<file path="src/hdl/spc_pkg.sv">
// ====================================================================
// Types and sizes of the subroutine-return (SPC) stack.
// The stack control, the dual-port RAM, the APB block and the top
// level import this package with a wildcard import.
// ====================================================================

package spc_pkg;

   localparam int spc_depth_c  = 32;
   localparam int spc_addr_w_c = 5;
   localparam int spc_data_w_c = 19;

   typedef logic [spc_addr_w_c-1:0] spc_addr_t;
   typedef logic [spc_data_w_c-1:0] spc_entry_t;

   // one sequencer request per cycle.
   typedef struct packed {
      logic       push;
      logic       pop;
      spc_entry_t data;   // word to push.
   } spc_cmd_t;

   typedef struct packed {
      spc_addr_t  addr;
      spc_entry_t wdata;
      logic       wren;
      logic       rden;
   } spc_ram_port_t;

endpackage

</file>
<file path="src/hdl/apb_pkg.sv">
// ====================================================================
// APB request and response types and the debug register map of the
// SPC stack. Used by the APB register block and the top level.
// ====================================================================

package apb_pkg;

   localparam int apb_addr_w_c = 8;
   localparam int apb_data_w_c = 32;

   typedef struct packed {
      logic                    psel;
      logic                    penable;
      logic                    pwrite;
      logic [apb_addr_w_c-1:0] paddr;
      logic [apb_data_w_c-1:0] pwdata;
   } apb_req_t;

   typedef struct packed {
      logic [apb_data_w_c-1:0] prdata;
      logic                    pready;
      logic                    pslverr;
   } apb_rsp_t;

   // register map.
   localparam logic [apb_addr_w_c-1:0] reg_ptr_c        = 8'h00;
   localparam logic [apb_addr_w_c-1:0] reg_flags_c      = 8'h04;
   localparam logic [apb_addr_w_c-1:0] reg_entry_base_c = 8'h80;  // entry i at base + 4*i.

endpackage

</file>
<file path="src/hdl/spc_dpram.sv">
// ====================================================================
// 32x19 synchronous dual-port RAM holding the SPC stack entries.
// Port A belongs to the stack control and port B to the APB block.
// A port-A write wins over a port-B write; wr_b_ack reports when the
// port-B write is taken. Both read ports are registered.
// ====================================================================

`timescale 1ns/100ps

module spc_dpram
   import spc_pkg::*;
(
   input  logic          clk_a,
   input  logic          reset,
   input  spc_ram_port_t port_a,
   input  spc_ram_port_t port_b,
   output spc_entry_t    q_a,
   output spc_entry_t    q_b,
   output logic          wr_b_ack
);

   spc_entry_t mem [spc_depth_c];

   assign wr_b_ack = port_b.wren && !port_a.wren;  // b writes only when a is idle.

   always_ff @(posedge clk_a)
   begin
      if (port_a.wren)
         mem[port_a.addr] <= port_a.wdata;
      else if (port_b.wren)
         mem[port_b.addr] <= port_b.wdata;
   end

   always_ff @(posedge clk_a)
   begin
      if (reset)
         q_a <= '0;
      else if (port_a.rden)
      begin
         if (wr_b_ack && port_b.addr == port_a.addr)
            q_a <= port_b.wdata;  // read new data on collision.
         else
            q_a <= mem[port_a.addr];
      end
   end

   always_ff @(posedge clk_a)
   begin
      if (reset)
         q_b <= '0;
      else if (port_b.rden)
         q_b <= mem[port_b.addr];
   end

   // a refused port-B write is retried unchanged.
   a_wr_b_hold: assert property (@(posedge clk_a) disable iff (reset)
      port_b.wren && !wr_b_ack
      |=> port_b.wren && port_b.addr == $past(port_b.addr));

endmodule

</file>
<file path="src/hdl/spc_stack_ctl.sv">
// ====================================================================
// Stack pointer and push/pop sequencing of the SPC stack.
// A push writes at ptr+1, a pop reads at ptr; the popped word comes
// back from the RAM one cycle later on spc_q. Overflow and underflow
// are sticky and cleared from the APB side. A pointer load from APB
// takes precedence over a push or pop in the same cycle.
// ====================================================================

`timescale 1ns/100ps

module spc_stack_ctl
   import spc_pkg::*;
(
   input  logic          clk_a,
   input  logic          reset,
   input  spc_cmd_t      spc_cmd,
   input  logic          ptr_load,
   input  spc_addr_t     ptr_wdata,
   input  logic [1:0]    flags_clr,
   output spc_ram_port_t port_a,
   input  spc_entry_t    q_a,
   output spc_entry_t    spc_q,
   output spc_addr_t     ptr,
   output logic [1:0]    flags
);

   logic       do_push;
   logic       do_pop;
   spc_addr_t  ptr_next;
   logic [1:0] flags_set;

   assign do_push = spc_cmd.push && !ptr_load;  // load wins.
   assign do_pop  = spc_cmd.pop && !ptr_load;

   assign ptr_next = spc_addr_t'(ptr + 1'b1);

   always_comb
   begin
      port_a.addr  = do_push ? ptr_next : ptr;
      port_a.wdata = spc_cmd.data;
      port_a.wren  = do_push;
      port_a.rden  = do_pop;
   end

   assign spc_q = q_a;  // ram output register holds last pop.

   // bit 0 overflow, bit 1 underflow.
   assign flags_set[0] = do_push && ptr == spc_addr_t'(spc_depth_c - 1);
   assign flags_set[1] = do_pop && ptr == '0;

   always_ff @(posedge clk_a)
   begin
      if (reset)
         ptr <= spc_addr_t'(spc_depth_c - 1);  // empty.
      else if (ptr_load)
         ptr <= ptr_wdata;
      else if (do_push)
         ptr <= ptr_next;
      else if (do_pop)
         ptr <= spc_addr_t'(ptr - 1'b1);
   end

   always_ff @(posedge clk_a)
   begin
      if (reset)
         flags <= 2'b00;
      else
         flags <= (flags & ~flags_clr) | flags_set;  // a new event beats a clear.
   end

   a_one_cmd: assert property (@(posedge clk_a) disable iff (reset)
      !(spc_cmd.push && spc_cmd.pop));

endmodule

</file>
<file path="src/hdl/spc_apb_regs.sv">
// ====================================================================
// APB slave for debug access to the SPC stack.
// Serves the pointer and flags registers and a window onto every
// stack entry through port B of the RAM. Entry reads take one wait
// state; entry writes wait until the RAM accepts them.
// ====================================================================

`timescale 1ns/100ps

module spc_apb_regs
   import spc_pkg::*;
   import apb_pkg::*;
(
   input  logic          clk_a,
   input  logic          reset,
   input  apb_req_t      apb,
   output apb_rsp_t      apb_rsp,
   output spc_ram_port_t port_b,
   input  spc_entry_t    q_b,
   input  logic          wr_b_ack,
   input  spc_addr_t     ptr,
   input  logic [1:0]    flags,
   output logic          ptr_load,
   output spc_addr_t     ptr_wdata,
   output logic [1:0]    flags_clr
);

   typedef enum logic [1:0] {st_idle, st_access, st_rd_done} state_t;

   state_t                  state;
   logic                    wr_stalled;
   logic [apb_addr_w_c-1:0] entry_off;
   logic                    hit_ptr;
   logic                    hit_flags;
   logic                    hit_entry;
   logic                    in_access;
   logic                    entry_rd;
   logic                    entry_wr;
   logic                    ready;

   assign entry_off = apb.paddr - reg_entry_base_c;
   assign hit_ptr   = apb.paddr == reg_ptr_c;
   assign hit_flags = apb.paddr == reg_flags_c;
   assign hit_entry = apb.paddr >= reg_entry_base_c
                      && entry_off < apb_addr_w_c'(spc_depth_c * 4)
                      && entry_off[1:0] == 2'b00;

   assign in_access = state == st_access && apb.psel && apb.penable;
   assign entry_rd  = in_access && hit_entry && !apb.pwrite;
   assign entry_wr  = in_access && hit_entry && apb.pwrite;

   assign port_b = '{addr:  entry_off[spc_addr_w_c+1:2],
                     wdata: spc_entry_t'(apb.pwdata),
                     wren:  entry_wr,    // held until wr_b_ack.
                     rden:  entry_rd};

   assign ptr_load  = in_access && apb.pwrite && hit_ptr;
   assign ptr_wdata = spc_addr_t'(apb.pwdata);
   assign flags_clr = (in_access && apb.pwrite && hit_flags) ? apb.pwdata[1:0] : 2'b00;

   assign ready = (in_access && !entry_rd && !(entry_wr && !wr_b_ack))
                  || state == st_rd_done;

   always_comb
   begin
      apb_rsp = '0;
      apb_rsp.pready  = ready;
      apb_rsp.pslverr = in_access && ready
                        && (!(hit_ptr || hit_flags || hit_entry) || (entry_wr && wr_stalled));
      if (state == st_rd_done)
         apb_rsp.prdata = apb_data_w_c'(q_b);
      else if (hit_ptr)
         apb_rsp.prdata = apb_data_w_c'(ptr);
      else if (hit_flags)
         apb_rsp.prdata = apb_data_w_c'(flags);
   end

   always_ff @(posedge clk_a)
   begin
      if (reset)
         state <= st_idle;
      else
      begin
         case (state)
            st_idle:    if (apb.psel && !apb.penable) state <= st_access;
            st_access:  if (entry_rd) state <= st_rd_done;
                        else if (ready) state <= st_idle;
            st_rd_done: state <= st_idle;
            default:    state <= st_idle;
         endcase
      end
   end

   // write had to wait behind stack traffic.
   always_ff @(posedge clk_a)
   begin
      if (reset || state == st_idle)
         wr_stalled <= 1'b0;
      else if (entry_wr && !wr_b_ack)
         wr_stalled <= 1'b1;
   end

   a_req_stable: assert property (@(posedge clk_a) disable iff (reset)
      apb.psel && apb.penable && !apb_rsp.pready |=> $stable(apb));

endmodule

</file>
<file path="src/hdl/spc_top.sv">
// ====================================================================
// Top level of the SPC return stack.
// The sequencer pushes and pops through spc_cmd and sees popped words
// on spc_q; a debugger inspects and edits the stack over APB.
// ====================================================================

`timescale 1ns/100ps

module spc_top
   import spc_pkg::*;
   import apb_pkg::*;
(
   input  logic       clk_a,
   input  logic       reset,
   input  spc_cmd_t   spc_cmd,
   output spc_entry_t spc_q,
   input  apb_req_t   apb,
   output apb_rsp_t   apb_rsp
);

   spc_ram_port_t port_a;
   spc_ram_port_t port_b;
   spc_entry_t    q_a;
   spc_entry_t    q_b;
   logic          wr_b_ack;
   logic          ptr_load;
   spc_addr_t     ptr_wdata;
   spc_addr_t     ptr;
   logic [1:0]    flags_clr;
   logic [1:0]    flags;

   spc_stack_ctl u_stack_ctl (
      .clk_a(clk_a), .reset(reset), .spc_cmd(spc_cmd),
      .ptr_load(ptr_load), .ptr_wdata(ptr_wdata), .flags_clr(flags_clr),
      .port_a(port_a), .q_a(q_a), .spc_q(spc_q), .ptr(ptr), .flags(flags)
   );

   spc_dpram u_dpram (
      .clk_a(clk_a), .reset(reset), .port_a(port_a), .port_b(port_b),
      .q_a(q_a), .q_b(q_b), .wr_b_ack(wr_b_ack)
   );

   spc_apb_regs u_apb_regs (
      .clk_a(clk_a), .reset(reset), .apb(apb), .apb_rsp(apb_rsp),
      .port_b(port_b), .q_b(q_b), .wr_b_ack(wr_b_ack), .ptr(ptr), .flags(flags),
      .ptr_load(ptr_load), .ptr_wdata(ptr_wdata), .flags_clr(flags_clr)
   );

endmodule

</file>
<file path="config.mk">
export PLATFORM = sky130hd
export DESIGN_NAME = spc_top
export DESIGN_NICKNAME = d
export VERILOG_FILES = /design/src/hdl/spc_pkg.sv /design/src/hdl/apb_pkg.sv /design/src/hdl/spc_dpram.sv /design/src/hdl/spc_stack_ctl.sv /design/src/hdl/spc_apb_regs.sv /design/src/hdl/spc_top.sv
export SDC_FILE = /design/constraint.sdc
export NUM_CORES = 1
export LEC_CHECK = 0
export BUFFER_PORTS_ARGS = -buffer_cell sky130_fd_sc_hd__buf_4
export CORE_AREA = 2 2 275 277
export CTS_CLUSTER_DIAMETER = 120
export DETAILED_ROUTE_END_ITERATION = 10
export DIE_AREA = 0 0 277 279
export PLACE_DENSITY = 0.69
export SETUP_SLACK_MARGIN = 0.05
export SLEW_MARGIN = 15
export SYNTH_ARGS = -nofsm -noshare
export SYNTH_HDL_FRONTEND = slang
export SYNTH_HIERARCHICAL = 1
export SYNTH_SLANG_ARGS = --single-unit
</file>
<file path="constraint.sdc">
create_clock -name clk_a -period 4.8 [get_ports clk_a]
set_clock_uncertainty 0.05 [all_clocks]
set_input_delay 0.96 -clock clk_a [delete_from_list [all_inputs] [get_ports clk_a]]
set_output_delay 0.96 -clock clk_a [all_outputs]
set_load 0.005 [all_outputs]
</file>
## Word-level counts from Yosys, hierarchy flattened

Memory sizes are Yosys's and may differ from the RTL's. A register that Yosys moved wholly into a read port is not among the register bits.
Cells that the tools add are included.

- $add $sub $neg: 3
- Magnitude comparators: 2
- Eq/ne operators: 7
- Mux-type cells: 21
- Bitwise operators: 4
- Reductions and logical operators: 42

Operators by type and width:

| kind | count |
|---|---|
| $mux W32 | 2 |
| $mux W19 | 2 |
| $mux W5 | 5 |
| $logic_and A1 B1 Y1 | 22 |
| $reduce_or A19 Y1 | 1 |
| $mux W2 | 5 |
| $eq A8 B3 Y1 const B | 1 |
| $ge A8 B8 Y1 const B | 1 |
| $logic_not A1 Y1 | 8 |
| $logic_not A8 Y1 | 1 |
| $lt A8 B8 Y1 const B | 1 |
| $sub A8 B8 Y8 const B | 1 |
| $mux W1 | 6 |
| $add A5 B1 Y5 const B | 1 |
| $eq A5 B5 Y1 | 1 |
| $eq A5 B5 Y1 const B | 1 |
| $logic_not A5 Y1 | 1 |
| $logic_or A1 B1 Y1 | 5 |
| $sub A5 B1 Y5 const B | 1 |
| $logic_not A2 Y1 | 2 |
| $pmux W2 S2 | 1 |
| $ne A3 B1 Y1 const B | 1 |
| $reduce_bool A3 Y1 | 1 |
| $and A2 B2 Y2 | 1 |
| 7 further kinds | 7 |

- Register bits after elaboration: 30
- Bits in writable memories: 608
- Input port bits: 66
- Word-level logic and storage cells: 86
- Memories: 1

Memories:

| memory | words | width | rd ports | clocked after memory_dff | wr ports | line | text |
|---|---|---|---|---|---|---|---|
| u_dpram.mem | 32 | 19 | 2 | 2 | 1 | spc_dpram.sv:22 | `spc_entry_t mem [spc_depth_c];` |

## Longest topological paths before layout

Gate-level depths: netlist of run 1.

- Word-level depth: 17
- Gate-level depth with buffers: 17

## Modules after synthesis

Netlist of run 1, hierarchy kept.

Modules (own cells, without submodules):

| module | instances | cells each | area an instance (µm²) | sequential area each (µm²) |
|---|---|---|---|---|
| spc_dpram | 1 | 2134 | 31524.0 | 19608.8 |
| spc_stack_ctl | 1 | 112 | 868.3 | 140.1 |
| spc_apb_regs | 1 | 112 | 825.8 | 60.1 |

## Worst setup path before layout of run 1

No wires, ideal clock.

- Path type: input port to flip-flop
- Start point: input port apb[39] in the netlist's numbering
- End point: memory u_dpram/mem[20][0] in the netlist's numbering (enable)
- Data arrival time: 4244 ps
- Data required time: 4355 ps
- Setup slack: 111 ps
- Stages on the path: 11
- Cell sequence: nor4_1 > and4_1 > nor2b_1 > nor2b_1 > buf_6 > buf_4 > nor2b_1 > clkbuf_1 > mux2_2 > or3_1 > nor2_1

- Elaborated cells on any way between the ends: 20
- Those cells by class: add/sub: 1; order compare: 2; mux: 8; reduce/logical: 9

RTL lines:

| item | line | text |
|---|---|---|
| start, declared | spc_top.sv:17 | `input apb_req_t apb,` |
| $logic_not A8 Y1 * | spc_apb_regs.sv:42 | `assign hit_ptr = apb.paddr == reg_ptr_c;` |
| $logic_and A1 B1 Y1 * | spc_apb_regs.sv:57 | `assign ptr_load = in_access && apb.pwrite && hit_ptr;` |
| via ptr_load | spc_top.sv:26 | `logic ptr_load;` |
| $logic_not A1 Y1 * | spc_stack_ctl.sv:32 | `assign do_push = spc_cmd.push && !ptr_load;` |
| $logic_and A1 B1 Y1 * | spc_stack_ctl.sv:32 |  |
| via u_stack_ctl.do_push | spc_stack_ctl.sv:27 | `logic do_push;` |
| $mux W1 | spc_dpram.sv:28 | `if (port_a.wren)` |
| $mux W1 (implied by the code) | spc_dpram.sv:31 | `mem[port_b.addr] <= port_b.wdata;` |
| $reduce_or A19 Y1 (no line) | -- |  |
| $mux W5 (no line) / $mux W1 (equally long branches) | -- |  |
| end, declared | spc_dpram.sv:22 |  |

The timed path passes the listed nets; every way through them passes the cells marked *.

==> impl_metrics.ini, run 1 <==
[run_status]
outcome = finished, final reports clean

[place]
place.gp.congestion = 0.861
dp_cells = 3297
hpwl_mm = 60.9
portBuffers = 92

[detailed_routing]
first_pass_iters = 5
vias = 21900
drtIter0Drc = 2581
wl_per_cell_um = 28.9
remaining_drc_errors = 0
drt_wl_total_mm = 99.1
postRouteAntennaNets = 0
vias_per_cell = 6.39

[logic_synthesis]
synth_flop_cell = edfxtp_1
postSynthAreaPerCell_um2 = 14.1
synth_fa_ha_area_frac = 0.00113
ys_top_cells_by_count = edfxtp_1 (627), mux2i_1 (613), a22oi_1 (296)
synth_xor_area_frac = 0.00290
synth_largest_area_cell = edfxtp_1
synth-compound-area-share = 0.113
synth_simple_gate_area_frac = 0.0344
ys_async_sr_fraction = 0
syn-cell-area_um2 = 33200
synth_area_leaders = edfxtp_1 (57%), mux2i_1 (18%), a22oi_1 (6.7%), dfxtp_1 (3.0%), buf_4 (2.8%)
synthMuxAreaShare = 0.198
synth_top_family_by_area = multiplexers
yosys_warnings = 6
seq_area_frac_synth = 0.596
synthCells = 2358
synth_cell_types = 59
synth_edf_count = 627
ys_seq_elements = 676
synth.most_common_cell = edfxtp_1
synth_top_area_frac = 0.567

[power]
p_int_mw = 10.9
swShare = 0.272
p_seq_frac = 0.447
total_power_mw = 15.0
p_leak_nw = 13.7
p_comb_frac = 0.180
ir_drop_uv = 253
power_density_nw_per_um2 = 403
p_switching_mw = 4.08
pwr-share-clk = 0.373

[floorplan]
start_util = 0.448
dieArea_um2 = 77300
dieWidth_um = 277
io_pins = 119
die_h_um = 279
core_um2 = 74100
num_rows = 100

[sta]
setup_viol = 0
drv_slew = 0
fin_tns_setup_ps = 0
rsz0062_at_grt = no
period_share = 0.868
max-slew-margin-rel = 0.192
max_freq_mhz = 240
tightest_slew_ps = 1210
fin_crit_ps = 4170
holdWs_ps = 432
hold_viol = 0

[critical_path]
crit_family = simple AND/OR/NAND/NOR gates
endpoint_kind = output port
worstRegToRegCells = 13
path_cells = buf_4 -> nor4_1 -> and4_1 -> nor2b_1 -> nor2b_1 -> buf_4 -> nor2b_4 -> nand3_1 -> o2bb2ai_1 -> buf_4
path_buf_inv = 3
reg2reg_slack_ps = 660
reg2reg_from = u_apb_regs/state[1]
worstPathArrival_ps = 3160
crit_path_frequent_cell = buf_4
critical_path_required_ps = 3790
path_max_fanout = 9
crit_slowest_cell = nor4_1
crit_path_start_kind = input pin
crit_type = in -> out
max_stage_delay_ps = 440

[cts]
clock_sinks = 676
postCtsResizedCells = 0
htree_levels = 3
max-clock-path-buffers = 3
clk_latency_ps = 620
cts_buffers = 71
cts_setup_buffers = 0
clock-root-buffer = clkbuf_16
clk_pin_slew_ps = 60
hold_buffers = 0
cts_tree = yes

[hold_path]
hold_path_end = u_stack_ctl/flags[1]
hold_path.class = reg -> reg
hp-start = u_stack_ctl/flags[1]
hold_depth = 2

[layout]
final_util = 0.503
final_net_count = 2470
drive_gt1_frac = 0.184
area_growth_pct = 12.2
final_cells = 3427

[global_routing]
first_global_vias = 21500
grt_start_max_net_pins = 122
overflow = 0
antenna_found_initial = 2
grt_usage = 0.251
grt_first_pass_wirelength_mm = 143

[job]
max_cap_violations = 0
==> worst min-delay path: cells and delay by family (launching register included) <==
family / cells / cell delay, ps
AND/OR/NAND/NOR: 1 / 70
flip-flops: 1 / 330
AO/OA/AOI/OAI: 1 / 50
==> worst max-delay path by stage <==
stage                              from                  to  slack (ps)  depth (start not counted)
floorplan                       apb[39]  u_dpram/mem[20][0]         110                         11
global placement                apb[41]           flip-flop         140                         14
detailed placement              apb[41]           flip-flop         160                         14
CTS                             apb[38]          apb_rsp[0]         720                         10
global route        u_apb_regs/state[1]           flip-flop         430                         13
finish                          apb[38]          apb_rsp[0]         630                         10
==> per-layer routing <==
metal / vias up / wire length, µm / share of wire / global-route usage
li1: 9304 / - / - / -
met1: 11100 / 39300 / 0.40 / 0.341
met2: 1302 / 45500 / 0.46 / 0.396
met3: 210 / 11000 / 0.11 / 0.0552
met4: 0 / 3210 / 0.032 / 0.0918
met5: - / 0 / 0 / 0
==> stage by stage <==
stage,area (µm²),setup slack [ps]
floorplan,33300,111
global placement,34900,141
detailed placement,34900,164
CTS,37300,723
global route,37300,429
finish,37300,635
==> state kept, by name, summed over array words and instances, names as in the netlist, named ones only <==
signal                 count
u_apb_regs/state           2
u_dpram/q_b               19
u_dpram/mem              608
u_stack_ctl/ptr            5
u_apb_regs/wr_stalled      1
u_stack_ctl/flags          2
==> final cells by class <==
cell class,instances,area (µm²)
multi-input combinational,1422,11800
antenna,1,2.50
clock buffer,97,1970
inverter,10,37.5
sequential,676,19800
timing repair buffer,220,2020
clock inverter,32,388
tap,969,1210
fill,6156,36800
==> layout by cell type (no fill, tap or decap), types with 11 or more instances in the layout <==
cell	Yosys	layout
edfxtp_1	627	627
mux2i_1	613	613
a22oi_1	296	296
buf_4	124	190
a21oi_1	156	156
clkbuf_16	0	75
nor2_1	85	50
dfxtp_1	49	49
mux2_2	39	39
or4_1	38	38
nor2_2	0	32
buf_12	0	29
nand2_1	25	25
a211oi_2	22	22
clkbuf_1	57	20
a211oi_1	18	18
and2_1	16	14
conb_1	1	13
a22oi_2	11	11
==> cell families after synthesis <==
group / count (synthesis)
buffers and inverters: 272
adders and majority gates: 3
AOI/OAI and AO/OA: 529
DFF: 676
and+or+nand+nor: 214
muxes: 652
other: 1
xor gates and xnor gates: 11
==> power by group through the flow <==
stage               Clock [mW]  Combinational [mW]  Sequential, mW
floorplan                    0                1.70            6.79
CTS                       5.66                2.64            6.70
global placement             0                2.58            6.82
finish                    5.59                2.71            6.71
global route              5.89                2.80            6.72
detailed placement           0                2.63            6.83
Power figures use the tool's default switching activity.
==> run 2, diff against run 1 <==
- CORE_AREA: 2 2 275 277 -> 2 2 282 284
- DIE_AREA: 0 0 277 279 -> 0 0 284 286
- SYNTH_HIERARCHICAL: 1 -> not set
==> impl_metrics.ini, run 2 <==
[run_status]
outcome = finished, final reports clean

[logic_synthesis]
synth_top_family_by_area = multiplexers
synth_top_area_frac = 0.540
synth_edf_count = 627
synth-compound-area-share = 0.0713
ys_seq_elements = 676
synth_xor_area_frac = 0.00463
ys_top_cells_by_count = edfxtp_1 (627), mux4_2 (343), clkbuf_1 (118)
synth_area_leaders = edfxtp_1 (54%), mux4_2 (22%), mux2i_1 (3.2%), dfxtp_1 (2.8%), mux2_2 (2.3%)
synth_largest_area_cell = edfxtp_1
ys_async_sr_fraction = 0
synth_flop_cell = edfxtp_1
synth_fa_ha_area_frac = 0.00144
synthMuxAreaShare = 0.277
synth_simple_gate_area_frac = 0.0522
synthCells = 2179
yosys_warnings = 0
seq_area_frac_synth = 0.568
postSynthAreaPerCell_um2 = 16.0
syn-cell-area_um2 = 34800
synth_cell_types = 66
synth.most_common_cell = edfxtp_1

[floorplan]
die_h_um = 286
dieWidth_um = 284
dieArea_um2 = 81200
start_util = 0.445
num_rows = 103
core_um2 = 78400
io_pins = 119

[sta]
setup_viol = 0
holdWs_ps = 426
max-slew-margin-rel = 0.193
rsz0062_at_grt = no
fin_tns_setup_ps = 0
tightest_slew_ps = 1210
hold_viol = 0
fin_crit_ps = 4080
period_share = 0.850
drv_slew = 0
max_freq_mhz = 245

[global_routing]
antenna_found_initial = 3
grt_util_met2 = 0.421
grt_start_max_net_pins = 137
overflow = 0
grt_usage = 0.271
globalRouteMet1Util = 0.365
met3_usage = 0.0646
first_global_vias = 23200
grt-busiest-layer = met2
grt_first_pass_wirelength_mm = 160

[detailed_routing]
vias_per_cell = 6.96
drt_wl_total_mm = 111
postRouteAntennaNets = 0
first_pass_iters = 7
vias = 23800
wl_per_cell_um = 32.6
remaining_drc_errors = 0
drtIter0Drc = 3869

[critical_path]
crit_family = simple AND/OR/NAND/NOR gates
endpoint = apb_rsp[0]
path_buf_inv = 3
crit_path_start_kind = input pin
max_stage_delay_ps = 650
crit_path_start = apb[34]
crit_slowest_cell = nor4_1
critical_path_required_ps = 3790
reg2reg_from = u_stack_ctl.ptr[2]
path_cells = buf_8 -> nor4_1 -> a41oi_4 -> buf_4 -> nand2_1 -> nand3b_1 -> nor2_1 -> buf_4
crit_path_frequent_cell = buf_4
worstRegToRegCells = 9
path_max_fanout = 27
cp.depth = 8
endpoint_kind = output port
worstPathArrival_ps = 3070
reg2reg_slack_ps = 1010
crit_type = in -> out

[cts]
clock_sinks = 676
max-clock-path-buffers = 3
postCtsResizedCells = 0
clk_latency_ps = 630
cts_buffers = 69
cts_setup_buffers = 0
clock-root-buffer = clkbuf_16
hold_buffers = 0
cts_tree = yes
clk_pin_slew_ps = 70
htree_levels = 3

[power]
p_leak_nw = 13.0
ir_drop_uv = 226
total_power_mw = 15.3
power_density_nw_per_um2 = 383

[layout]
seq_area_um2 = 19800
regMostFlops = u_dpram.mem
final_area_um2 = 39800
final_util = 0.508
largest_reg_flops = 608
layout_commonest_cell = edfxtp_1
drive_gt1_frac = 0.343
area_growth_pct = 14.3
n_fill_cell = 6290
layout_common_cells = edfxtp_1 (627), mux4_2 (343), buf_4 (226), mux2i_1 (113), nand2_1 (106)
final_net_count = 2376
multi_input_area_um2 = 14400
reg_top3 = u_dpram.mem x608, u_dpram.q_b x19, u_stack_ctl.ptr x5

[hold_path]
hp-start = u_stack_ctl.flags[1]
hold_path.class = reg -> reg

[place]
hpwl_mm = 71.8
portBuffers = 92
placed_area_um2 = 37600
place.gp.congestion = 0.935

[job]
max_cap_violations = 0
-- run 2: cell count changes in the layout (fill, tap and decap cells not counted), moves of 27 or more --
cell	previous run	this run
a211oi_1	18	56
a21oi_1	156	90
a22oi_1	296	17
buf_4	190	226
mux2_2	39	71
mux2i_1	613	113
mux4_2	0	343
nand2_1	25	106
nor2b_1	8	35
nor3_1	2	43
o221ai_1	0	35
o22ai_1	0	70
or4_1	38	1
-- run 2: per-layer routing --
metal / part of all wire / wire length [µm] / vias up
met5: 0 / 0 / -
met4: 0.050 / 5540 / 0
met3: 0.13 / 15000 / 294
met2: 0.47 / 51800 / 1930
met1: 0.35 / 39100 / 12100
li1: - / - / 9380
-- run 2: kinds of logic (layout without fill, tap and decap cells) --
group,count (synthesis),count (layout)
flops,676,676
mux,527,527
simple gates,382,382
compound gates,367,367
buf+inv,207,377
xor+xnor,15,15
fa+ha+maj,4,4
other cells,1,16
-- run 2: how the worst min path moves through the flow --
stage                      endpoint  cells after the start
5_1_grt        u_stack_ctl.flags[1]                      2
2_1_floorplan             flip-flop                      2
3_5_place_dp   u_stack_ctl.flags[1]                      2
4_1_cts        u_stack_ctl.flags[1]                      2
6_report       u_stack_ctl.flags[1]                      2
3_3_place_gp   u_stack_ctl.flags[1]                      2
-- run 2: layout make-up --
cell class / count / area share
Multi-Input combinational cell: 1308 / 0.361
Timing Repair Buffer: 244 / 0.0513
Clock inverter: 33 / 0.00914
Clock buffer: 93 / 0.0477
Inverter: 7 / 0.000659
Tap cell: 1050 / 0.0330
Sequential cell: 676 / 0.497
Antenna cell: 3 / 0.000188
-- run 2: where the power goes --
part | internal (mW) | leakage (nW) | switching [mW]
combinational | 1.27 | 5.86 | 1.72
sequential | 6.64 | 6.06 | 0.143
clock | 3.17 | 1.11 | 2.30
-- run 2: per-stage QoR --
step	setup slack (ps)	instances
6_report	719	3414
5_1_grt	594	3411
4_1_cts	753	3411
3_5_place_dp	314	3285
3_3_place_gp	297	3285
2_1_floorplan	282	2191
-- run 2: worst register-to-register path: cells and delay by family, from the launching register on --
family          cells  cell delay [ps]
simple gates        4             1650
flops               1              720
compound gates      2              380
buf+inv             1              350
mux                 1              300
fa+ha+maj           1              280
